File: src/verilog/harness_macros.svh
// ---------------------------------------------------------------------
// Size constants for the host link harness. Include this file wherever
// a module sizes words, channels, the upstream FIFO or the register file
// ---------------------------------------------------------------------

`ifndef HARNESS_MACROS_SVH
`define HARNESS_MACROS_SVH

// Host side word width, both pipe directions
`define WORD_W 32

// Periodic channel timers posting reports upstream
`define NUM_CHAN 4

// Upstream FIFO entries, keep a power of two
`define UP_FIFO_DEPTH 64

// Configuration registers 0..30 are stored
`define NUM_REGS 31

// Register id used as a no-op target, never stored
`define NOP_REG 31

`endif

File: src/verilog/harnessPkg.sv
// ---------------------------------------------------------------------
// Shared types for the host link harness and its testbench
// ---------------------------------------------------------------------

`include "harness_macros.svh"

package harnessPkg;

  // ---------------------------------------------------------------------
  // Field types
  // ---------------------------------------------------------------------
  typedef logic [`WORD_W-1:0] hostWordT;   // One host word, up or down
  typedef logic [4:0]         regIdT;      // Register or channel id
  typedef logic [15:0]        regDataT;    // Register, period or count value
  typedef logic [5:0]         bdCodeT;     // To-chip message code
  typedef logic [19:0]        bdPayloadT;  // To-chip message payload

  // Top two bits of a downstream word select its kind
  typedef enum logic [1:0] {
    KindBd     = 2'b00,  // Message to the chip
    KindFromBd = 2'b01,  // Injected chip traffic, host sends it with tag ff
    KindReg    = 2'b10,  // Configuration register write
    KindChan   = 2'b11   // Channel timer write
  } wordKindE;

  // Full top byte of an injected from-chip word
  localparam logic [7:0] FromBdTag = 8'hff;

  // Classify a downstream word
  // The ff tag overlaps the channel kind code so it is tested first
  function automatic wordKindE kindOf(hostWordT w);
    wordKindE k;
    if (w[`WORD_W-1 -: 8] == FromBdTag) begin
      k = KindFromBd;
    end else begin
      k = wordKindE'(w[`WORD_W-1 -: 2]);
    end
    return k;
  endfunction

endpackage

File: src/verilog/cmdIf.sv
// ---------------------------------------------------------------------
// Channel write bus from the command decoder to the channel timers
// ---------------------------------------------------------------------

`timescale 1ns/1ps

interface cmdIf;
  import harnessPkg::*;

  logic    chanWrite;  // One cycle strobe per channel word
  regIdT   chanId;     // Addressed channel
  regDataT chanValue;  // New period, 0 stops the timer

  // Decoder side
  modport cmd (
    output chanWrite,
    output chanId,
    output chanValue
  );

  // Timer side, each timer filters on its own id
  modport chan (
    input chanWrite,
    input chanId,
    input chanValue
  );

endinterface

File: src/verilog/chanTimer.sv
// ---------------------------------------------------------------------
// Periodic channel timer. Counts periods and holds one report word
// for the upstream merger until it is acknowledged
// ---------------------------------------------------------------------

`timescale 1ns/1ps

module chanTimer #(
  parameter int ChanIndex = 0  // Channel id this timer answers to
) (
  input  logic                 okClk,
  input  logic                 rstN,
  cmdIf.chan                   cmd,
  input  logic                 reportAck,
  output logic                 reportValid,
  output harnessPkg::hostWordT reportWord
);
  import harnessPkg::*;

  regDataT period;     // Cycles per tick, 0 means stopped
  regDataT cycleCnt;   // Position inside the current period
  regDataT tickCnt;    // Completed periods since the last restart
  logic    myWrite;    // Channel write addressed here
  logic    periodEnd;  // Last cycle of a period

  assign myWrite   = cmd.chanWrite && (cmd.chanId == regIdT'(ChanIndex));
  assign periodEnd = (period != '0) && (cycleCnt == regDataT'(period - 16'd1));

  // Report always carries the latest count, so a refresh is free
  assign reportWord = {2'(KindChan), 1'b0, regIdT'(ChanIndex), 8'h00, tickCnt};

  always_ff @(posedge okClk) begin
    if (!rstN) begin
      period      <= '0;
      cycleCnt    <= '0;
      tickCnt     <= '0;
      reportValid <= 1'b0;
    end else if (myWrite) begin
      period      <= cmd.chanValue;  // Restart, or stop on zero
      cycleCnt    <= '0;
      tickCnt     <= '0;
      reportValid <= 1'b0;           // Pending report is dropped
    end else if (period != '0) begin
      if (reportAck) reportValid <= 1'b0;
      if (periodEnd) begin
        cycleCnt    <= '0;
        tickCnt     <= tickCnt + 16'd1;
        reportValid <= 1'b1;         // New tick wins over a same-cycle ack
      end else begin
        cycleCnt <= cycleCnt + 16'd1;
      end
    end
  end

endmodule

File: src/flat_wrapper.sv
// flat-port wrapper written by rule: the top's interface ports become plain ports
module chanTimer_flat import harnessPkg::*;
#(
  parameter int ChanIndex = 0                                     
)
  (okClk, rstN, reportAck, reportValid, reportWord, cmd_chanWrite, cmd_chanId, cmd_chanValue);
  cmdIf cmd_i ();
  input  logic okClk;
  input  logic rstN;
  input  logic reportAck;
  output logic reportValid;
  output harnessPkg::hostWordT reportWord;
  input wire logic [$bits(cmd_i.chanWrite)-1:0] cmd_chanWrite;
  input wire logic [$bits(cmd_i.chanId)-1:0] cmd_chanId;
  input wire logic [$bits(cmd_i.chanValue)-1:0] cmd_chanValue;
  assign cmd_i.chanWrite = cmd_chanWrite;
  assign cmd_i.chanId = cmd_chanId;
  assign cmd_i.chanValue = cmd_chanValue;
  chanTimer #(.ChanIndex(ChanIndex)) u_core (.okClk(okClk), .rstN(rstN), .cmd(cmd_i), .reportAck(reportAck), .reportValid(reportValid), .reportWord(reportWord));
endmodule
File: config.mk
export PLATFORM = sky130hd
export DESIGN_NAME = chanTimer_flat
export DESIGN_NICKNAME = d
export VERILOG_FILES = /design/src/verilog/harnessPkg.sv /design/src/verilog/cmdIf.sv /design/src/verilog/chanTimer.sv /design/src/flat_wrapper.sv
export VERILOG_INCLUDE_DIRS = /design/src /design/src/verilog
export SDC_FILE = /design/constraint.sdc
export NUM_CORES = 1
export LEC_CHECK = 0
export BUFFER_PORTS_ARGS = -buffer_cell sky130_fd_sc_hd__clkbuf_2
export CORE_MARGIN = 1
export CORE_UTILIZATION = 25
export DETAILED_ROUTE_END_ITERATION = 10
export PLACE_DENSITY = 0.48
export SLEW_MARGIN = 5
export SYNTH_ARGS = -nofsm -noshare
export SYNTH_HDL_FRONTEND = slang
export SYNTH_SLANG_ARGS = --single-unit
File: constraint.sdc
create_clock -name okClk -period 7.13 [get_ports okClk]
set_input_delay 0.713 -clock okClk [delete_from_list [all_inputs] [get_ports okClk]]
set_output_delay 0.713 -clock okClk [all_outputs]
set_load 0.01 [all_outputs]
==> run metrics <==
run status=complete, but fails checks; failing checks=design-rule violations; die area=12300 µm²; Post-synth ARST share=0%; vias in the first global route=2329; gr usage total=11.5%; Leak Pwr=1.48 nW; Crit. End Element=flop; Synthesis Warnings=0; FP Rows=39; number of remaining DRC errors=17; drt pass-1 iters=7; H-tree levels=2; Synth area leader=dfxtp_1; CP Launch Type=flop; actual transition at the worst max-transition pin=1.01 ns; Setup violations, final=0; Fill cells=1214; Die X=111 µm; Worst path max stage delay=0.84 ns; most used cell, CP=nor2_1; final core utilization=28.9%; CTS tree=built; die height=111 µm; Seq/Total Area, Yosys=33.0%; Max rail drop VDD=0.0812 mV; setup_tns=0 ns; first-pass GRT wire length=11.4 mm; synthesized flop and latch total=49; GRT overflow=0; count of final hold-check violations=0; Mapped Avg Cell Area=8.52 µm²; Min Hold Slack=0.477 ns; First DRT Iteration DRCs=143; Initial Utilization=25.8%; Synth cell types=56; Cell Pwr Density=166 nW/µm²; critical path arrival=3.76 ns; EDFF count, synth=0; P&R area growth vs syn=12.0%; total CTS buffers=5; Worst-path clk slew=0.06 ns; wire per inst=13.1 µm; Max-Cap Viols=0; Final GP Congestion=0.844; Clock Path Buffers=2; CTS root buf=clkbuf_16; I/O pin count=58; Fin Clk Skew=0.00442 ns; Req. time, crit path=7.29 ns; hold_buf cts=0; maximum fanout along the worst path=14; Final min period=3.60 ns; Core Box Area=11500 µm²; Mapped Cells=349; WL final=6.83 mm; Yosys top cell area share=33.0%; post-detail-place hpwl=5.22 mm; crit-path cells=inv_1 > ha_1 > nor4b_1 > a31oi_1 > a221oi_1 > nor2_1 > nor4_1 > nand3b_1 > nand2_1 > nor2_1; I/O Buffers=41; Synth area leaders=dfxtp_1 (33%), mux2i_1 (8.1%), xor2_1 (5.6%); Crit Path Category=flop to flop; Tcrit/Tclk final=50.4%; Setup Buffers After CTS=0; worst skew pair latency=0.29 ns; number of sinks driven by the clock tree=49; share of layout cells above drive strength 1=17.5%; vias per cell=4.78; RSZ-0062 raised after global routing=no; Final Max Tran Viols=0; Antenna Nets Post-Route=0; n_diodes=0; vias=2491; Synth Flop Type=dfxtp_1; highest clock rate=0.278 GHz; Crit-path slowest cell=nor4b_1; worst rel slew slack=31.5%; CTS resizes=0; antenna violations before repair=0; Cell Area, Synth=2970 µm²; fin nets=406; largest net degree at the start of global routing=19; Hold WC Path Type=flop to flop
metal layers:
metal | wire, µm | vias up | GRT usage [%]
li1 | - | 1258 | -
met5 | 0 | - | 0
met3 | 358 | 13 | 2.52
met2 | 3040 | 61 | 18.3
met1 | 3280 | 1159 | 14.7
met4 | 157 | 0 | 5.32
layout make-up:
| class | instances | area, µm² | share of cell area, % |
|---|---|---|---|
| multi-input combinational | 273 | 1790 | 53.7 |
| inverter | 7 | 26.3 | 0.789 |
| sequential | 49 | 981 | 29.4 |
| clock buffer | 7 | 143 | 4.28 |
| timing repair buffer | 42 | 213 | 6.38 |
| tap | 143 | 179 | 5.37 |
final timing paths:
kind / start / to / slack [ns] / cells after the start
setup / recovery: u_core.period[0] / u_core.cycleCnt[9] / 3.53 / 10
hold / removal: u_core.reportValid / u_core.reportValid / 0.48 / 2
setup reg to reg: u_core.period[0] / u_core.cycleCnt[9] / 3.53 / 10
hold reg to reg: u_core.reportValid / u_core.reportValid / 0.48 / 2
kinds of logic (layout without fill, tap and decap cells):
kind of cell               Yosys count  after routing  synth area share (%)
buffers and inverters               41             56                  8.58
AOI/OAI and AO/OA                   39             39                  8.62
other                                2             16                 0.253
adders and majority gates            3              3                  1.26
DFF                                 49             49                  33.0
muxes                               25             25                  8.46
xor gates and xnor gates            32             32                  9.42
and+or+nand+nor                    158            158                  30.4
stage by stage:
step	instance area [µm²]	setup WS, ns	total power [mW]	instances
floorplan	3030	4.04	0.318	363
global placement	3190	3.73	0.323	514
detailed placement	3190	3.55	0.323	514
CTS	3330	3.54	0.563	521
global route	3330	3.15	0.579	521
finish	3330	3.53	0.554	521
power by group:
group	internal (mW)	switching, mW	leakage [nW]
clock	0.138	0.0993	0.0700
sequential	0.275	0.00250	0.395
combinational	0.0159	0.0233	1.01
total	0.429	0.125	1.48
synthesized netlist by cell type, drive strengths merged, types with 2 or more instances:
cell,count
a21oi,14
a31o,2
a31oi,2
and3,10
and4,3
buf,21
clkbuf,12
conb,2
dfxtp,49
ha,3
inv,7
mux2i,24
nand2,28
nand2b,5
nand3,18
nand3b,2
nand4,8
nand4b,2
nor2,29
nor2b,16
nor3,7
nor3b,2
nor4,10
nor4b,2
o211ai,4
o21ai,8
or3,8
or4,2
or4b,2
xnor2,13
xor2,19
state kept, by name, summed over array words and instances, names as in the netlist:
name / flops
u_core.cycleCnt: 16
u_core.period: 16
u_core.tickCnt: 16
u_core.reportValid: 1
placed cells by master (no fill, tap or decap), types with 3 or more instances in the layout:
cell and instances:
xnor2_1 13, or3_1 8, and3_2 3, nand2b_1 5, inv_1 7, clkbuf_16 5
nor2b_1 16, nand4_1 8, mux2i_1 24, nor3_1 7, nor2_1 29, nand2_1 28
clkbuf_2 41, o21ai_0 8, conb_1 16, dfxtp_1 49, nand3_1 18, and3_1 7
a21oi_1 14, nor4_1 7, xor2_1 19, o211ai_1 3, ha_1 3
worst max-delay path, delay by kind of cell (launching register included):
family / cells / cell delay, ns
adders and majority gates: 1 / 0.20
DFF: 1 / 0.35
AOI/OAI and AO/OA: 2 / 0.60
and+or+nand+nor: 6 / 2.24
buffers and inverters: 1 / 0.07
(Power assumes the default switching activity.)
