**config.mk**
```make
export PLATFORM = sky130hd
export DESIGN_NAME = hostCommandUnit_flat
export DESIGN_NICKNAME = d
export VERILOG_FILES = /design/src/verilog/harnessPkg.sv /design/src/verilog/cmdIf.sv /design/src/verilog/hostCommandUnit.sv /design/src/flat_wrapper.sv
export VERILOG_INCLUDE_DIRS = /design/src /design/src/verilog
export SDC_FILE = /design/constraint.sdc
export NUM_CORES = 1
export LEC_CHECK = 0
export ABC_CLOCK_PERIOD_IN_PS = 3300
export BUFFER_PORTS_ARGS = -buffer_cell sky130_fd_sc_hd__buf_2
export CAP_MARGIN = 5
export CORE_MARGIN = 10
export CORE_UTILIZATION = 43
export CTS_CLUSTER_DIAMETER = 80
export DETAILED_ROUTE_END_ITERATION = 8
export GPL_TIMING_DRIVEN = 0
export HOLD_SLACK_MARGIN = 0.15
export PLACE_DENSITY = 0.95
export SLEW_MARGIN = 0
export SYNTH_ARGS = -nofsm -noshare
export SYNTH_HDL_FRONTEND = slang
export SYNTH_SLANG_ARGS = --single-unit
```
**constraint.sdc**
```tcl
create_clock -name okClk -period 3.3 [get_ports okClk]
set_input_delay 0.165 -clock okClk [delete_from_list [all_inputs] [get_ports okClk]]
set_output_delay 0.165 -clock okClk [all_outputs]
set_load 0.1 [all_outputs]
```
**src/verilog/harness_macros.svh**
```systemverilog
// ---------------------------------------------------------------------
// Size constants for the host link harness. Include this file wherever
// a module sizes words, channels, the upstream FIFO or the register file
// ---------------------------------------------------------------------

`ifndef HARNESS_MACROS_SVH
`define HARNESS_MACROS_SVH

// Host side word width, both pipe directions
`define WORD_W 32

// Periodic channel timers posting reports upstream
`define NUM_CHAN 4

// Upstream FIFO entries, keep a power of two
`define UP_FIFO_DEPTH 64

// Configuration registers 0..30 are stored
`define NUM_REGS 31

// Register id used as a no-op target, never stored
`define NOP_REG 31

`endif

```
**src/verilog/harnessPkg.sv**
```systemverilog
// ---------------------------------------------------------------------
// Shared types for the host link harness and its testbench
// ---------------------------------------------------------------------

`include "harness_macros.svh"

package harnessPkg;

  // ---------------------------------------------------------------------
  // Field types
  // ---------------------------------------------------------------------
  typedef logic [`WORD_W-1:0] hostWordT;   // One host word, up or down
  typedef logic [4:0]         regIdT;      // Register or channel id
  typedef logic [15:0]        regDataT;    // Register, period or count value
  typedef logic [5:0]         bdCodeT;     // To-chip message code
  typedef logic [19:0]        bdPayloadT;  // To-chip message payload

  // Top two bits of a downstream word select its kind
  typedef enum logic [1:0] {
    KindBd     = 2'b00,  // Message to the chip
    KindFromBd = 2'b01,  // Injected chip traffic, host sends it with tag ff
    KindReg    = 2'b10,  // Configuration register write
    KindChan   = 2'b11   // Channel timer write
  } wordKindE;

  // Full top byte of an injected from-chip word
  localparam logic [7:0] FromBdTag = 8'hff;

  // Classify a downstream word
  // The ff tag overlaps the channel kind code so it is tested first
  function automatic wordKindE kindOf(hostWordT w);
    wordKindE k;
    if (w[`WORD_W-1 -: 8] == FromBdTag) begin
      k = KindFromBd;
    end else begin
      k = wordKindE'(w[`WORD_W-1 -: 2]);
    end
    return k;
  endfunction

endpackage

```
**src/verilog/cmdIf.sv**
```systemverilog
// ---------------------------------------------------------------------
// Channel write bus from the command decoder to the channel timers
// ---------------------------------------------------------------------

`timescale 1ns/1ps

interface cmdIf;
  import harnessPkg::*;

  logic    chanWrite;  // One cycle strobe per channel word
  regIdT   chanId;     // Addressed channel
  regDataT chanValue;  // New period, 0 stops the timer

  // Decoder side
  modport cmd (
    output chanWrite,
    output chanId,
    output chanValue
  );

  // Timer side, each timer filters on its own id
  modport chan (
    input chanWrite,
    input chanId,
    input chanValue
  );

endinterface

```
**src/verilog/hostCommandUnit.sv**
```systemverilog
// ---------------------------------------------------------------------
// Downstream word decoder. Holds the configuration registers, drives
// to-chip messages, channel writes and the decoder upstream path
// ---------------------------------------------------------------------

`timescale 1ns/1ps
`include "harness_macros.svh"

module hostCommandUnit (
  input  logic                  okClk,
  input  logic                  rstN,
  input  logic                  pipeInValid,
  input  harnessPkg::hostWordT  pipeInData,
  output logic                  bdValid,
  output harnessPkg::bdCodeT    bdCode,
  output harnessPkg::bdPayloadT bdPayload,
  output logic                  upValid,
  output harnessPkg::hostWordT  upWord,
  output logic [3:0]            led,
  cmdIf.cmd                     cmd
);
  import harnessPkg::*;

  regDataT  regs [`NUM_REGS];  // Configuration registers 0..30
  wordKindE kind;              // Kind of the incoming word
  regIdT    wordId;            // Register or channel id field
  logic     echoEn;            // Register 1 bit 0, echo to-chip words upstream

  assign kind   = kindOf(pipeInData);
  assign wordId = pipeInData[28:24];  // Bit 29 is zero in reg and chan words
  assign echoEn = regs[1][0];
  assign led    = regs[0][3:0];       // LEDs follow register 0

  // ---------------------------------------------------------------------
  // Strobes and configuration registers
  // ---------------------------------------------------------------------
  always_ff @(posedge okClk) begin
    if (!rstN) begin
      bdValid       <= 1'b0;
      upValid       <= 1'b0;
      cmd.chanWrite <= 1'b0;
      for (int i = 0; i < `NUM_REGS; i++) begin
        regs[i] <= '0;
      end
    end else begin
      bdValid       <= pipeInValid && (kind == KindBd);
      cmd.chanWrite <= pipeInValid && (kind == KindChan);
      // From-chip words always go up, to-chip words only when echo is on
      upValid       <= pipeInValid &&
                       ((kind == KindFromBd) || ((kind == KindBd) && echoEn));

      // Register 31 is the no-op slot
      if (pipeInValid && (kind == KindReg) && (wordId != regIdT'(`NOP_REG))) begin
        regs[wordId] <= pipeInData[15:0];
      end
    end
  end

  // ---------------------------------------------------------------------
  // Payload fields, qualified by the strobes above
  // ---------------------------------------------------------------------
  always_ff @(posedge okClk) begin
    if (pipeInValid) begin
      bdCode        <= pipeInData[29:24];  // Code sits above 4 spare bits
      bdPayload     <= pipeInData[19:0];
      upWord        <= pipeInData;         // Forwarded unchanged
      cmd.chanId    <= wordId;
      cmd.chanValue <= pipeInData[15:0];
    end
  end

endmodule

```
**src/flat_wrapper.sv**
```systemverilog
// flat-port wrapper written by rule: the top's interface ports become plain ports
module hostCommandUnit_flat import harnessPkg::*;
  (okClk, rstN, pipeInValid, pipeInData, bdValid, bdCode, bdPayload, upValid, upWord, led, cmd_chanWrite, cmd_chanId, cmd_chanValue);
  cmdIf cmd_i ();
  input  logic okClk;
  input  logic rstN;
  input  logic pipeInValid;
  input  harnessPkg::hostWordT pipeInData;
  output logic bdValid;
  output harnessPkg::bdCodeT bdCode;
  output harnessPkg::bdPayloadT bdPayload;
  output logic upValid;
  output harnessPkg::hostWordT upWord;
  output logic [3:0] led;
  output wire logic [$bits(cmd_i.chanWrite)-1:0] cmd_chanWrite;
  output wire logic [$bits(cmd_i.chanId)-1:0] cmd_chanId;
  output wire logic [$bits(cmd_i.chanValue)-1:0] cmd_chanValue;
  assign cmd_chanWrite = cmd_i.chanWrite;
  assign cmd_chanId = cmd_i.chanId;
  assign cmd_chanValue = cmd_i.chanValue;
  hostCommandUnit u_core (.okClk(okClk), .rstN(rstN), .pipeInValid(pipeInValid), .pipeInData(pipeInData), .bdValid(bdValid), .bdCode(bdCode), .bdPayload(bdPayload), .upValid(upValid), .upWord(upWord), .led(led), .cmd(cmd_i));
endmodule
```
==> results.yml <==
global_routing:
  grt_pass1_vias: 1553
  grt_overflow: 0
  grt_pass1_wl_um: 8880
  antenna_found_initial: 0
  gr-usage-all-layers_pct: 17.8
  grt_max_degree: 34
timing:
  finalCritPeriodShare_pct: 50.8
  min_period_ns: 1.68
  rsz0062_at_grt: "no"
  setup_slack_ns: 1.62
  hold_slack_ns: 0.226
  maxSlewHeadroom_pct: 52.4
  maxSlewViolCount: 0
  hold_viol: 0
  fin_skew_ns: 0.0000362
  finalSetupTns_ns: 0
  fmax_ghz: 0.597
  worst-slew-pin-transition_ns: 0.713
  finalSetupViolCount: 0
clock_network:
  cts-root-buf: "clkbuf_8"
  ctsHtreeMaxLevel: 2
  cts_sinks: 40
  cts_tree: "yes"
  clock_latency_ns: 0.28
  cts_buffer_depth: 2
  cts_buffers: 5
  path_clk_slew_ns: 0.07
  cts_resized: 0
pwr:
  power_density_nw_per_um2: 634
  fin_total_pwr_mw: 1.73
  max-vdd-ir-drop_v: 0.000247
  leakagePower_nw: 1.33
worst_hold_path:
  hold_path.startpoint: "rstN"
  min_to: "u_core.upValid$_SDFF_PN0_"
  hold_path_depth: 3
  hp-class: "primary input to register"
run_status:
  outcome: "finished, final reports clean"
setup_path:
  path_cells: "dlygate4sd3_1 -> buf_2 -> nor4b_2 -> and4bb_1 -> nand2b_1"
  max_stage_delay_ns: 0.54
  start_kind: "primary input"
  rr_worst_depth: 3
  path_class: "primary input to register"
  reg2reg_from: "u_core.regs[1][0]$_SDFFCE_PN0P_"
  critical-path-top-delay-family: "simple AND/OR/NAND/NOR gates"
  endpoint_kind: "register"
  slowest_stage: "dlygate4sd3_1"
  cp_num_buf_inv: 2
  arrival_ns: 1.66
  reg2reg_slack_ns: 2.56
  cp_max_fo: 5
  r2r-end: "u_core.upValid$_SDFF_PN0_"
  worst-endpoint-required_ns: 3.28
detailed_routing:
  wl_um: 6130
  vias: 1425
  drt_iter0_drc: 126
  drc: 0
  wire_per_inst_um: 19.3
  postRouteAntennaNets: 0
  via_per_inst: 4.48
  firstDrtPassIters: 4
logic_synthesis:
  syn_area_per_cell_um2: 15.3
  ys_types: 16
  syn_area_um2: 1660
  yosys_register_bits: 40
  syn-num-nets: 144
  synth_seq_area_share_pct: 70.4
  synth_cells: 109
  yosysWarnings: 0
placement:
  place_congestion: 0.856
  port_buffers: 120
  hpwl_um: 4240
  place_ws_ns: 1.38
layout:
  fin_util_pct: 74.2
  antennaDiodeCount: 0
  area_growth_pct: 64.4
  layout.nets: 304
  drive_gt1_share_pct: 64.4
floorplanning:
  die_width_um: 82.2
  die_height_um: 82.2
  fp.coreArea_um2: 3690
  fp-row-count: 22
  start_util_pct: 45.1
  die_area_um2: 6760
  io_pins: 121
job:
  cap_violations: 0
-- Yosys cell counts (all sizes together) --
library cell | number | area share (%)
buf | 47 | 21
nor4b | 1 | 0.90
nor3 | 2 | 0.60
nand2b | 1 | 0.38
nand2 | 3 | 0.68
edfxtp | 37 | 67
nand3 | 1 | 0.30
a21bo | 1 | 0.60
nand4 | 1 | 0.38
nor2 | 4 | 0.90
and3 | 1 | 0.38
and3b | 1 | 0.53
and4bb | 1 | 0.75
and2 | 4 | 1.5
dfxtp | 3 | 3.6
o22a | 1 | 0.53
-- state kept, by name, summed over array words and instances, names as in the netlist --
name and flops:
u_core.regs 5, u_core.upWord 32, u_core.upValid 1, u_core.bdValid 1
u_core.cmd.chanWrite 1
-- what timing repair did --
action / CTS / global route
setup buffers: 0 / 0
hold buffers: 33 / 0
hold endpoints to repair: 34 / 0
-- layer usage --
metal	vias up	share of wire (%)	global-route usage, %
met2	92	54	34.3
met5	-	0	0
met4	0	1.1	4.25
met3	10	11	7.78
li1	651	-	-
met1	672	34	16.7
-- power by group --
| part | switching, mW | total, mW | internal [mW] |
|---|---|---|---|
| clock | 0.150 | 0.297 | 0.147 |
| sequential | 0.0250 | 0.620 | 0.595 |
| combinational | 0.672 | 0.817 | 0.145 |
-- stage by stage --
stage | area, um2 | std cells
finish | 2740 | 318
global route | 2740 | 318
CTS | 2740 | 318
detailed placement | 2320 | 277
global placement | 2320 | 277
floorplan | 1660 | 109
-- logic make-up after synthesis --
logic type      share of synthesized area, %
buf+inv                                 21.2
compound gates                          1.13
simple gates                            7.29
flops                                   70.4
-- cells in the final DEF (no fill, tap or decap), types with 2 or more instances in the layout --
| cell | instances |
|---|---|
| nand2_1 | 3 |
| clkbuf_8 | 5 |
| edfxtp_1 | 37 |
| clkbuf_1 | 2 |
| dlygate4sd3_1 | 33 |
| buf_2 | 120 |
| nor3_1 | 2 |
| buf_4 | 47 |
| and2_1 | 4 |
| dfxtp_1 | 3 |
| nor2_1 | 4 |
-- how the worst max path moves through the flow --
stage	start	end	slack [ns]	cells after the start
5_1_grt	pipeInData[25]	u_core.regs[0][1]$_SDFFCE_PN0P_	1.52	5
3_3_place_gp	pipeInValid	u_core.regs[0][1]$_SDFFCE_PN0P_	1.39	4
6_report	pipeInData[25]	u_core.regs[0][1]$_SDFFCE_PN0P_	1.62	5
4_1_cts	pipeInData[25]	u_core.regs[0][1]$_SDFFCE_PN0P_	1.62	5
2_1_floorplan	u_core.upWord[24]$_DFFE_PP_	cmd_chanId[0]	1.77	1
3_5_place_dp	pipeInValid	u_core.regs[0][1]$_SDFFCE_PN0P_	1.38	4
-- tightest hold or removal path, cell delays in order --
cell and delay (ns):
buf_2 0.12, nand2_1 0.13, nor2_1 0.06
-- area by class of cell --
class,instances,area (um2)
plain buffers,47,353
clock buffers,7,76.3
clock inverters,1,3.75
fillers,227,953
multi-input cells,22,140
flip-flops and latches,40,1170
well taps,48,60.1
repair buffers,153,931
Power figures use the tool's default switching activity.
